==> src/hw/lsu_pkg.sv <==
// the byte size has two codes and both decode the same everywhere in the LSU
package lsu_pkg;

  localparam int unsigned XLEN = 32;  // core data and address width

  //////////////////////////////////////////////////
  // access size, core encoding
  //////////////////////////////////////////////////
  typedef enum logic [1:0] {
    LSU_WORD   = 2'b00,
    LSU_HALF   = 2'b01,
    LSU_BYTE   = 2'b10,
    LSU_BYTE_X = 2'b11   // alias code for a byte
  } lsu_size_e;

  //////////////////////////////////////////////////
  // command and response ports
  //////////////////////////////////////////////////

  // one access as it arrives from the core side
  typedef struct packed {
    logic            we;        // store when set
    lsu_size_e       size;
    logic            sign_ext;  // only looked at for loads
    logic [XLEN-1:0] base;
    logic [XLEN-1:0] offset;    // added to base for the byte address
    logic [XLEN-1:0] wdata;     // narrow stores take the low bytes
  } lsu_cmd_t;

  // completion of one access
  typedef struct packed {
    logic [XLEN-1:0] rdata;      // extended load data, zero for a store
    logic            was_store;
  } lsu_rsp_t;

endpackage

==> src/hw/mem_bus_pkg.sv <==
// word memory behind a byte address bus and address bits above the array are ignored
package mem_bus_pkg;

  localparam int unsigned MEM_WORDS = 256;                // memory depth in words
  localparam int unsigned MEM_AW    = $clog2(MEM_WORDS);  // word index width

  // request side, held with stable fields until gnt
  typedef struct packed {
    logic        req;
    logic        we;
    logic [3:0]  be;     // one bit per byte lane
    logic [31:0] addr;   // byte address
    logic [31:0] wdata;  // already rotated onto its lanes
  } mem_req_t;

  // response side
  typedef struct packed {
    logic        gnt;
    logic        rvalid;  // one cycle after gnt
    logic [31:0] rdata;
  } mem_rsp_t;

endpackage

==> src/hw/lsu_align.sv <==
// combinational only and the read side expects the attributes captured at the grant
module lsu_align (
  // write side, current part
  input  lsu_pkg::lsu_size_e size_i,
  input  logic [1:0]         addr_lo_i,      // low bits of the bus address
  input  logic [1:0]         reg_offset_i,   // first part offset, zero outside a second part
  input  logic               second_part_i,
  input  logic [31:0]        wdata_i,
  output logic [3:0]         be_o,
  output logic [31:0]        wdata_o,
  // read side, granted part
  input  lsu_pkg::lsu_size_e rsize_i,
  input  logic [1:0]         roffset_i,
  input  logic               rsign_ext_i,
  input  logic [31:0]        rdata_i,
  input  logic [31:0]        prev_rdata_i,   // raw word of the first part
  output logic [31:0]        rdata_o
);
  import lsu_pkg::*;

  logic [1:0]  wrot;     // lane rotation of store data
  logic [31:0] rdata_w;  // word, joined across the boundary
  logic [15:0] rdata_h;
  logic [7:0]  rdata_b;

  //////////////////////////////////////////////////
  // byte enables
  //////////////////////////////////////////////////
  always_comb begin
    be_o = 4'b0000;
    case (size_i)
      LSU_WORD: begin
        if (!second_part_i) begin
          be_o = 4'b1111 << addr_lo_i;       // 1111 1110 1100 1000
        end else begin
          be_o = ~(4'b1111 << reg_offset_i); // the lanes the first part missed
        end
      end
      LSU_HALF: begin
        if (!second_part_i) begin
          be_o = 4'b0011 << addr_lo_i;       // offset 3 keeps only lane 3
        end else begin
          be_o = 4'b0001;                    // upper byte lands in lane 0
        end
      end
      LSU_BYTE, LSU_BYTE_X: be_o = 4'b0001 << addr_lo_i;
      default: be_o = 4'b0000;
    endcase
  end

  // byte 0 of the register goes to lane wrot
  // the second part keeps the rotation of the first since its address offset is zero
  assign wrot = addr_lo_i + reg_offset_i;

  always_comb begin
    case (wrot)
      2'b00:   wdata_o = wdata_i;
      2'b01:   wdata_o = {wdata_i[23:0], wdata_i[31:24]};
      2'b10:   wdata_o = {wdata_i[15:0], wdata_i[31:16]};
      default: wdata_o = {wdata_i[7:0],  wdata_i[31:8]};
    endcase
  end

  //////////////////////////////////////////////////
  // load data
  //////////////////////////////////////////////////
  always_comb begin
    case (roffset_i)
      2'b00:   rdata_w = rdata_i;
      2'b01:   rdata_w = {rdata_i[7:0],  prev_rdata_i[31:8]};
      2'b10:   rdata_w = {rdata_i[15:0], prev_rdata_i[31:16]};
      default: rdata_w = {rdata_i[23:0], prev_rdata_i[31:24]};
    endcase
  end

  always_comb begin
    case (roffset_i)
      2'b00:   rdata_h = rdata_i[15:0];
      2'b01:   rdata_h = rdata_i[23:8];
      2'b10:   rdata_h = rdata_i[31:16];
      default: rdata_h = {rdata_i[7:0], prev_rdata_i[31:24]}; // split half word
    endcase
  end

  assign rdata_b = rdata_i[{roffset_i, 3'b000} +: 8]; // bytes never split

  // zero or sign extension by captured size
  always_comb begin
    case (rsize_i)
      LSU_WORD: rdata_o = rdata_w;
      LSU_HALF: rdata_o = {{16{rsign_ext_i & rdata_h[15]}}, rdata_h};
      default:  rdata_o = {{24{rsign_ext_i & rdata_b[7]}}, rdata_b};
    endcase
  end

endmodule

==> src/hw/lsu_core.sv <==
// one access in flight and a split access always runs as two bus parts with no errors modelled
module lsu_core (
  input  logic                  clk,
  input  logic                  rst_n,
  // from the ex stage
  input  logic                  data_req_i,
  input  logic                  data_we_i,
  input  lsu_pkg::lsu_size_e    data_size_i,
  input  logic                  data_sign_ext_i,
  input  logic [31:0]           data_wdata_i,
  input  logic [31:0]           data_addr_i,
  input  logic [1:0]            data_reg_offset_i,
  // to the ex stage
  output logic                  update_addr_o,  // current part granted
  output logic                  misaligned_o,   // next address is the second part
  output logic                  data_valid_o,   // access complete
  output logic [31:0]           data_rdata_o,
  // data bus
  output mem_bus_pkg::mem_req_t bus_req_o,
  input  mem_bus_pkg::mem_rsp_t bus_rsp_i
);
  import lsu_pkg::*;

  typedef enum logic [2:0] {
    IDLE, WAIT_GNT_MIS, WAIT_RVALID_MIS, WAIT_GNT, WAIT_RVALID
  } ls_fsm_e;

  ls_fsm_e     state_q, state_d;
  logic        second_q;    // second part of a split access
  logic        mis_det;     // current request needs a second part
  logic        req;
  lsu_size_e   size_q;      // attributes of the granted part
  logic [1:0]  offset_q;
  logic        sign_ext_q;
  logic        we_q;
  logic [31:0] rdata_q;     // raw first word of a split load
  logic [3:0]  be;
  logic [31:0] wdata_rot;
  logic [31:0] rdata_ext;

  //////////////////////////////////////////////////
  // split detection
  //////////////////////////////////////////////////
  always_comb begin
    mis_det = 1'b0;
    if (data_req_i && !second_q) begin
      case (data_size_i)
        LSU_WORD: mis_det = (data_addr_i[1:0] != 2'b00);
        LSU_HALF: mis_det = (data_addr_i[1:0] == 2'b11);
        default:  mis_det = 1'b0;  // bytes always fit
      endcase
    end
  end

  //////////////////////////////////////////////////
  // request / grant / rvalid FSM
  //////////////////////////////////////////////////
  always_comb begin
    state_d       = state_q;
    req           = 1'b0;
    update_addr_o = 1'b0;
    misaligned_o  = 1'b0;
    data_valid_o  = 1'b0;
    case (state_q)
      IDLE: begin
        if (data_req_i) begin
          req          = 1'b1;
          misaligned_o = mis_det;
          if (bus_rsp_i.gnt) begin
            update_addr_o = 1'b1;
            state_d       = mis_det ? WAIT_RVALID_MIS : WAIT_RVALID;
          end else begin
            state_d       = mis_det ? WAIT_GNT_MIS : WAIT_GNT;
          end
        end
      end
      WAIT_GNT_MIS: begin
        req          = 1'b1;    // held until granted
        misaligned_o = 1'b1;
        if (bus_rsp_i.gnt) begin
          update_addr_o = 1'b1;
          state_d       = WAIT_RVALID_MIS;
        end
      end
      WAIT_RVALID_MIS: begin
        // second part goes out the cycle after this rvalid
        if (bus_rsp_i.rvalid) begin
          state_d = WAIT_GNT;
        end
      end
      WAIT_GNT: begin
        req = 1'b1;
        if (bus_rsp_i.gnt) begin
          update_addr_o = 1'b1;
          state_d       = WAIT_RVALID;
        end
      end
      WAIT_RVALID: begin
        if (bus_rsp_i.rvalid) begin
          data_valid_o = 1'b1;  // last part, result leaves this cycle
          state_d      = IDLE;
        end
      end
      default: state_d = IDLE;
    endcase
  end

  always_ff @(posedge clk or negedge rst_n) begin
    if (!rst_n) begin
      state_q  <= IDLE;
      second_q <= 1'b0;
    end else begin
      state_q <= state_d;
      if (state_q == WAIT_RVALID_MIS && bus_rsp_i.rvalid) begin
        second_q <= 1'b1;
      end else if (data_valid_o) begin
        second_q <= 1'b0;
      end
    end
  end

  // read side needs these one cycle after the grant
  always_ff @(posedge clk or negedge rst_n) begin
    if (!rst_n) begin
      size_q     <= LSU_WORD;
      offset_q   <= 2'b00;
      sign_ext_q <= 1'b0;
      we_q       <= 1'b0;
    end else if (update_addr_o) begin
      size_q     <= data_size_i;
      offset_q   <= second_q ? data_reg_offset_i : data_addr_i[1:0]; // keep the first offset
      sign_ext_q <= data_sign_ext_i;
      we_q       <= data_we_i;
    end
  end

  always_ff @(posedge clk) begin
    if (state_q == WAIT_RVALID_MIS && bus_rsp_i.rvalid && !we_q) begin
      rdata_q <= bus_rsp_i.rdata;  // joined with the second word later
    end
  end

  lsu_align u_align (
    .size_i        (data_size_i),
    .addr_lo_i     (data_addr_i[1:0]),
    .reg_offset_i  (data_reg_offset_i),
    .second_part_i (second_q),
    .wdata_i       (data_wdata_i),
    .be_o          (be),
    .wdata_o       (wdata_rot),
    .rsize_i       (size_q),
    .roffset_i     (offset_q),
    .rsign_ext_i   (sign_ext_q),
    .rdata_i       (bus_rsp_i.rdata),
    .prev_rdata_i  (rdata_q),
    .rdata_o       (rdata_ext)
  );

  always_comb begin
    bus_req_o.req   = req;
    bus_req_o.we    = data_we_i;
    bus_req_o.be    = be;
    bus_req_o.addr  = data_addr_i;  // lane bits kept, memory ignores them
    bus_req_o.wdata = wdata_rot;
  end

  assign data_rdata_o = rdata_ext;

endmodule

==> config.mk <==
export PLATFORM = sky130hd
export DESIGN_NAME = lsu_core
export DESIGN_NICKNAME = d
export VERILOG_FILES = /design/src/hw/lsu_pkg.sv /design/src/hw/mem_bus_pkg.sv /design/src/hw/lsu_align.sv /design/src/hw/lsu_core.sv
export SDC_FILE = /design/constraint.sdc
export NUM_CORES = 1
export LEC_CHECK = 0
export ABC_AREA = 1
export BUFFER_PORTS_ARGS = -buffer_cell sky130_fd_sc_hd__clkbuf_2
export CORE_ASPECT_RATIO = 2
export CORE_MARGIN = 2
export CORE_UTILIZATION = 33
export DETAILED_ROUTE_END_ITERATION = 8
export PLACE_DENSITY = 0.67
export SYNTH_ARGS = -nofsm -noshare
export SYNTH_HDL_FRONTEND = slang
export SYNTH_SLANG_ARGS = --single-unit
==> constraint.sdc <==
create_clock -name clk -period 5 [get_ports clk]
set_input_delay 1 -clock clk [delete_from_list [all_inputs] [get_ports clk]]
set_output_delay 1 -clock clk [all_outputs]
set_load 0.01 [all_outputs]
# After elaboration in Yosys (flattened, before gate mapping)

Cells that the tools add are included.
W data, S select, Z words.

Muxes and demuxes: 30
Bitwise logic cells: 3
Eq/ne operators: 18
Reductions and logical operators: 15
Shift-type cells: 5
Add/subtract/negate cells: 1

Operator list:

| cell                  | number |
|---|---|
| $pmux W32 S3          | 2 |
| $pmux W32 S2          | 1 |
| $pmux W16 S3          | 1 |
| $shiftx A32 B6 Y8     | 1 |
| $mux W3               | 7 |
| $pmux W3 S5           | 1 |
| $pmux W4 S3           | 1 |
| $eq A2 B2 Y1 const B  | 5 |
| $ne A2 B2 Y1 const B  | 5 |
| $mux W1               | 9 |
| $eq A2 B1 Y1 const B  | 4 |
| $logic_not A2 Y1      | 4 |
| $mux W4               | 2 |
| $pmux W1 S2           | 4 |
| $shl A4 B2 Y4 const A | 2 |
| $eq A3 B2 Y1 const B  | 2 |
| $reduce_and A5 Y1     | 1 |
| $mux W2               | 2 |
| $not A4 Y4            | 1 |
| $reduce_bool A2 Y1    | 2 |
| $reduce_or A2 Y1      | 2 |
| $shl A1 B2 Y4 const A | 1 |
| $shl A2 B2 Y4 const A | 1 |
| $eq A3 B1 Y1 const B  | 1 |
| 6 further kinds       | 10 |

Output and inout port bits: 105
Bits of input ports: 107
Logic and storage cells: 79
Register bits: 42

# Longest topological paths before layout

Depth after elaboration: 7
Mapped depth: 10
Depth with buffers taken out: 8

# Hierarchy

From an unflattened synthesis, not the netlist that was laid out.

Cell total of the unflattened synthesis: 751
Area, all modules: 4864.7 sq um

By module, submodules not included:

| module    | seq. area each (sq um) | cells an instance | times used | area each (sq um) |
|---|---|---|---|---|
| lsu_align | 0.0                    | 606               | 1          | 3037.9 |
| lsu_core  | 1211.2                 | 145               | 1          | 1826.8 |

# Worst setup path after synthesis

OpenSTA, ideal clock, no wires.

Kind: in2out
From: in data_addr_i[0]
To: out bus_req_o[23] in the netlist's numbering
Cell stages on the path: 5
Slack: 1.908 ns
Required time: 4.000 ns
Arrival time: 2.092 ns
Buffers on the path: 2
Cell sequence: ha_1 clkbuf_1 clkbuf_1 nand4_1 nand4_1

RTL lines:

| item        | RTL line       | RTL |
|---|---|---|
| from (decl) | lsu_core.sv:11 | `input logic [31:0] data_addr_i,` |
| to (decl)   | lsu_core.sv:19 | `output mem_bus_pkg::mem_req_t bus_req_o,` |

# Worst setup path after layout

From: reg offset_q[1]
To: out data_rdata_o[21]

Cells in the longest elaborated chain, start to end: 4
Elaborated cells between the ends (all ways): 9
Those cells by class: eq/ne (2); shift (1); mux (3); bitwise (2); reduce/logical (1)

RTL lines:

| item                                                      | RTL line        | RTL |
|---|---|---|
| from (decl)                                               | lsu_core.sv:33  | `logic [1:0] offset_q;` |
| from (signal assigned)                                    | lsu_core.sv:131 | `offset_q <= second_q ? data_reg_offset_i : data_addr_i[1:0];` |
| branches (longest 3 deep; another with $shiftx A32 B6 Y8) | n/a             |  |
| $pmux W32 S2 *                                            | lsu_align.sv:89 | `case (rsize_i)` |
| to (decl)                                                 | lsu_core.sv:17  | `output logic [31:0] data_rdata_o,` |

Every way passes the cells marked *.

==> out/qor.csv <==
stage,metric,value,unit
finish,Final Util,37.4,%
setup_path,Critical Path Source Type,flop,
route,DR vias/cell,6.03,
cts,Clock transition at path regs,0.05,ns
placement,PortBufs,151,
job,maxcap violations,0,
route,Initial DRT Pass Iterations,7,
die,IO Count,212,
timing,"Period Utilization, post-route",77.0,%
hold_path,Min-Delay Path Class,reg -> reg,
timing,worst rel slew slack,32.3,%
cts,clock root buffer,clkbuf_16,
hold_path,Hold Crit Depth,2,
setup_path,CP max FO,20,
cts,Resize count post-CTS,0,
die,Die Width,87.4,um
logic_synthesis,Mapped Nets,846,
logic_synthesis,sequential fraction of the synthesis area,21.1,%
timing,RSZ-0062 raised after global routing,false,
global_routing,first-pass GRT wire length,25000,um
setup_path,R2R Setup Slk,3.34,ns
finish,diode count,0,
placement,Post-DP HPWL,10900,um
power_and_ir_drop,Max IR drop VDD,0.000297,V
route,final WL,15900,um
setup_path,WS Path Type,reg -> out,
setup_path,critical-path cell list,inv_1 > nor2_4 > nand2_1 > nand3_2 > nand3_4 > nand3_1 > clkbuf_2,
die,Initial Util,33.4,%
outcome,status,"finished, final reports clean",
logic_synthesis,cell count after synthesis,733,
finish,"commonest non-fill, non-tap cell in the layout",clkbuf_2,
cts,hold buffer count at cts,0,
setup_path,Worst Path Buf+Inv,2,
cts,Post-CTS Setup Inserts,0,
route,wire length per cell,16.5,um
cts,CTS tree,yes,
logic_synthesis,Seq cells post-synth,34,
global_routing,largest net degree at the start of global routing,65,
logic_synthesis,synthesized cell area,4590,um2
finish,Final nets,916,
cts,clk buf depth,2,
setup_path,"Req. time, crit path",4.00,ns
cts,CTS Sinks,34,
finish,Syn-to-layout area delta,11.9,%
finish,non-filler cells in the finished layout,961,
timing,f_max,260,MHz
power_and_ir_drop,PD cells,524,nW/um2
timing,"Setup violations, final",0,
placement,Routability Congestion,0.938,
finish,most frequent cells in the layout,"151 x clkbuf_2, 145 x nand2_1, 138 x nand3_1",
finish,"final std cell area, no fill",5140,um2
setup_path,"delay-heaviest family, CP",simple AND/OR/NAND/NOR gates,
setup_path,worst reg2reg path depth,5,
timing,final hold viol count,0,
route,via count,5793,
timing,Final min period,3.85,ns
die,num rows,61,
cts,worst-skew pair later-pin latency,0.28,ns
timing,TNS Setup,0,ns
cts,H-tree Lvls,2,
global_routing,grt ovf,0,
setup_path,Critical Path End Type,output port,
global_routing,GRT Util Overall,20.2,%
power_and_ir_drop,PnR Total Power,2690,uW
cts,Inserted Clock Buffers,5,
finish,share of cells above drive strength 1,23.0,%
global_routing,vias in the first global route,5122,
setup_path,CP peak stage delay,0.83,ns
route,# DRC,0,
placement,Post-DP Area,5000,um2
setup_path,Worst Path Arrival,2.85,ns
setup_path,"Slowest-stage cell, CP",dfrtp_1,
timing,Final Skew,0.00350,ns
logic_synthesis,Cell variety after synth,33,
global_routing,initial antenna violation count,0,
logic_synthesis,total of warnings raised by yosys,0,
die,core area,13700,um2
die,die area,14900,um2
route,Final ANT Viol Nets,0,
timing,Slew Limit Fails,0,
power_and_ir_drop,Leakage Power,0.00242,uW
route,detailed router's first-iteration violation count,531,
timing,Worst Tran Pin Value,1.01,ns
die,Die Y-Extent,171,um
setup_path,Critical Path Stages,7,
logic_synthesis,syn avg cell area,6.26,um2
placement,Cells after DPL,953,
==> layer usage <==
| layer | up-vias | wire length [um] | GRT usage, % |
|---|---|---|---|
| met5 | - | 0 | 0 |
| met4 | 0 | 471 | 7.49 |
| met3 | 32 | 1290 | 3.23 |
| met2 | 317 | 7560 | 30.9 |
| met1 | 2712 | 6540 | 28.4 |
| li1 | 2732 | - | - |
==> synthesized netlist by cell type, drive strengths merged <==
library cell | count | area [um2]
o211ai | 6 | 45.0
nand4 | 107 | 669
buf | 76 | 532
nand2 | 149 | 567
a21oi | 34 | 189
o311ai | 1 | 8.76
a22oi | 1 | 7.51
edfxtp | 24 | 721
clkbuf | 18 | 68.8
a32oi | 2 | 17.5
ha | 6 | 75.1
inv | 49 | 184
clkinv | 1 | 3.75
nor3 | 2 | 10.0
o221ai | 1 | 8.76
o22ai | 5 | 31.3
nand3 | 142 | 733
o21ai | 59 | 295
dfrtp | 10 | 250
nor2 | 40 | 175
==> path summary, 6_finish.rpt <==
kind	from	to
setup / recovery	offset_q[1]$_DFFE_PN0P_	data_rdata_o[21]
hold / removal	we_q$_DFFE_PN0P_	we_q$_DFFE_PN0P_
setup reg to reg	state_q[1]$_DFFE_PN0P_	rdata_q[23]$_DFFE_PP_
hold reg to reg	we_q$_DFFE_PN0P_	we_q$_DFFE_PN0P_
max in group asynchronous	rst_n	offset_q[0]$_DFFE_PN0P_
min in group asynchronous	rst_n	state_q[1]$_DFFE_PN0P_
==> cell type report <==
type	count	area, um2
clock inverters	2	10.0
fillers	1501	8600
flip-flops and latches	34	971
well taps	157	196
multi-input cells	555	2840
clock buffers	6	129
inverters	50	188
repair buffers	157	801
==> state kept, by name, summed over array words and instances, names as in the netlist <==
name and flops:
offset_q 2, rdata_q 24, second_q 1, sign_ext_q 1
size_q 2, state_q 3, we_q 1
==> power breakdown <==
part,switching [uW],internal (uW)
registers,102,378
logic,1260,654
clock network,111,183
total,1480,1210
==> per-stage QoR <==
step / hold slack [ns] / setup WS (ns)
2_1_floorplan: 0.509 / 1.91
3_3_place_gp: 0.540 / 1.33
3_5_place_dp: 0.565 / 1.29
4_1_cts: 0.577 / 1.24
5_1_grt: 0.605 / 0.986
6_report: 0.566 / 1.15
==> tightest hold or removal path: stages, from the launching register on <==
cell,delay (ns)
dfrtp_1,0.38
inv_1,0.05
o21ai_0,0.08
==> cell families after synthesis <==
kind of cell | after synthesis | synth area share [%]
adders and majority gates | 6 | 1.63
and+or+nand+nor | 440 | 46.9
buffers and inverters | 144 | 17.2
AOI/OAI and AO/OA | 109 | 13.1
DFF | 34 | 21.1
Note: power is estimated with default switching activity, not from simulation.
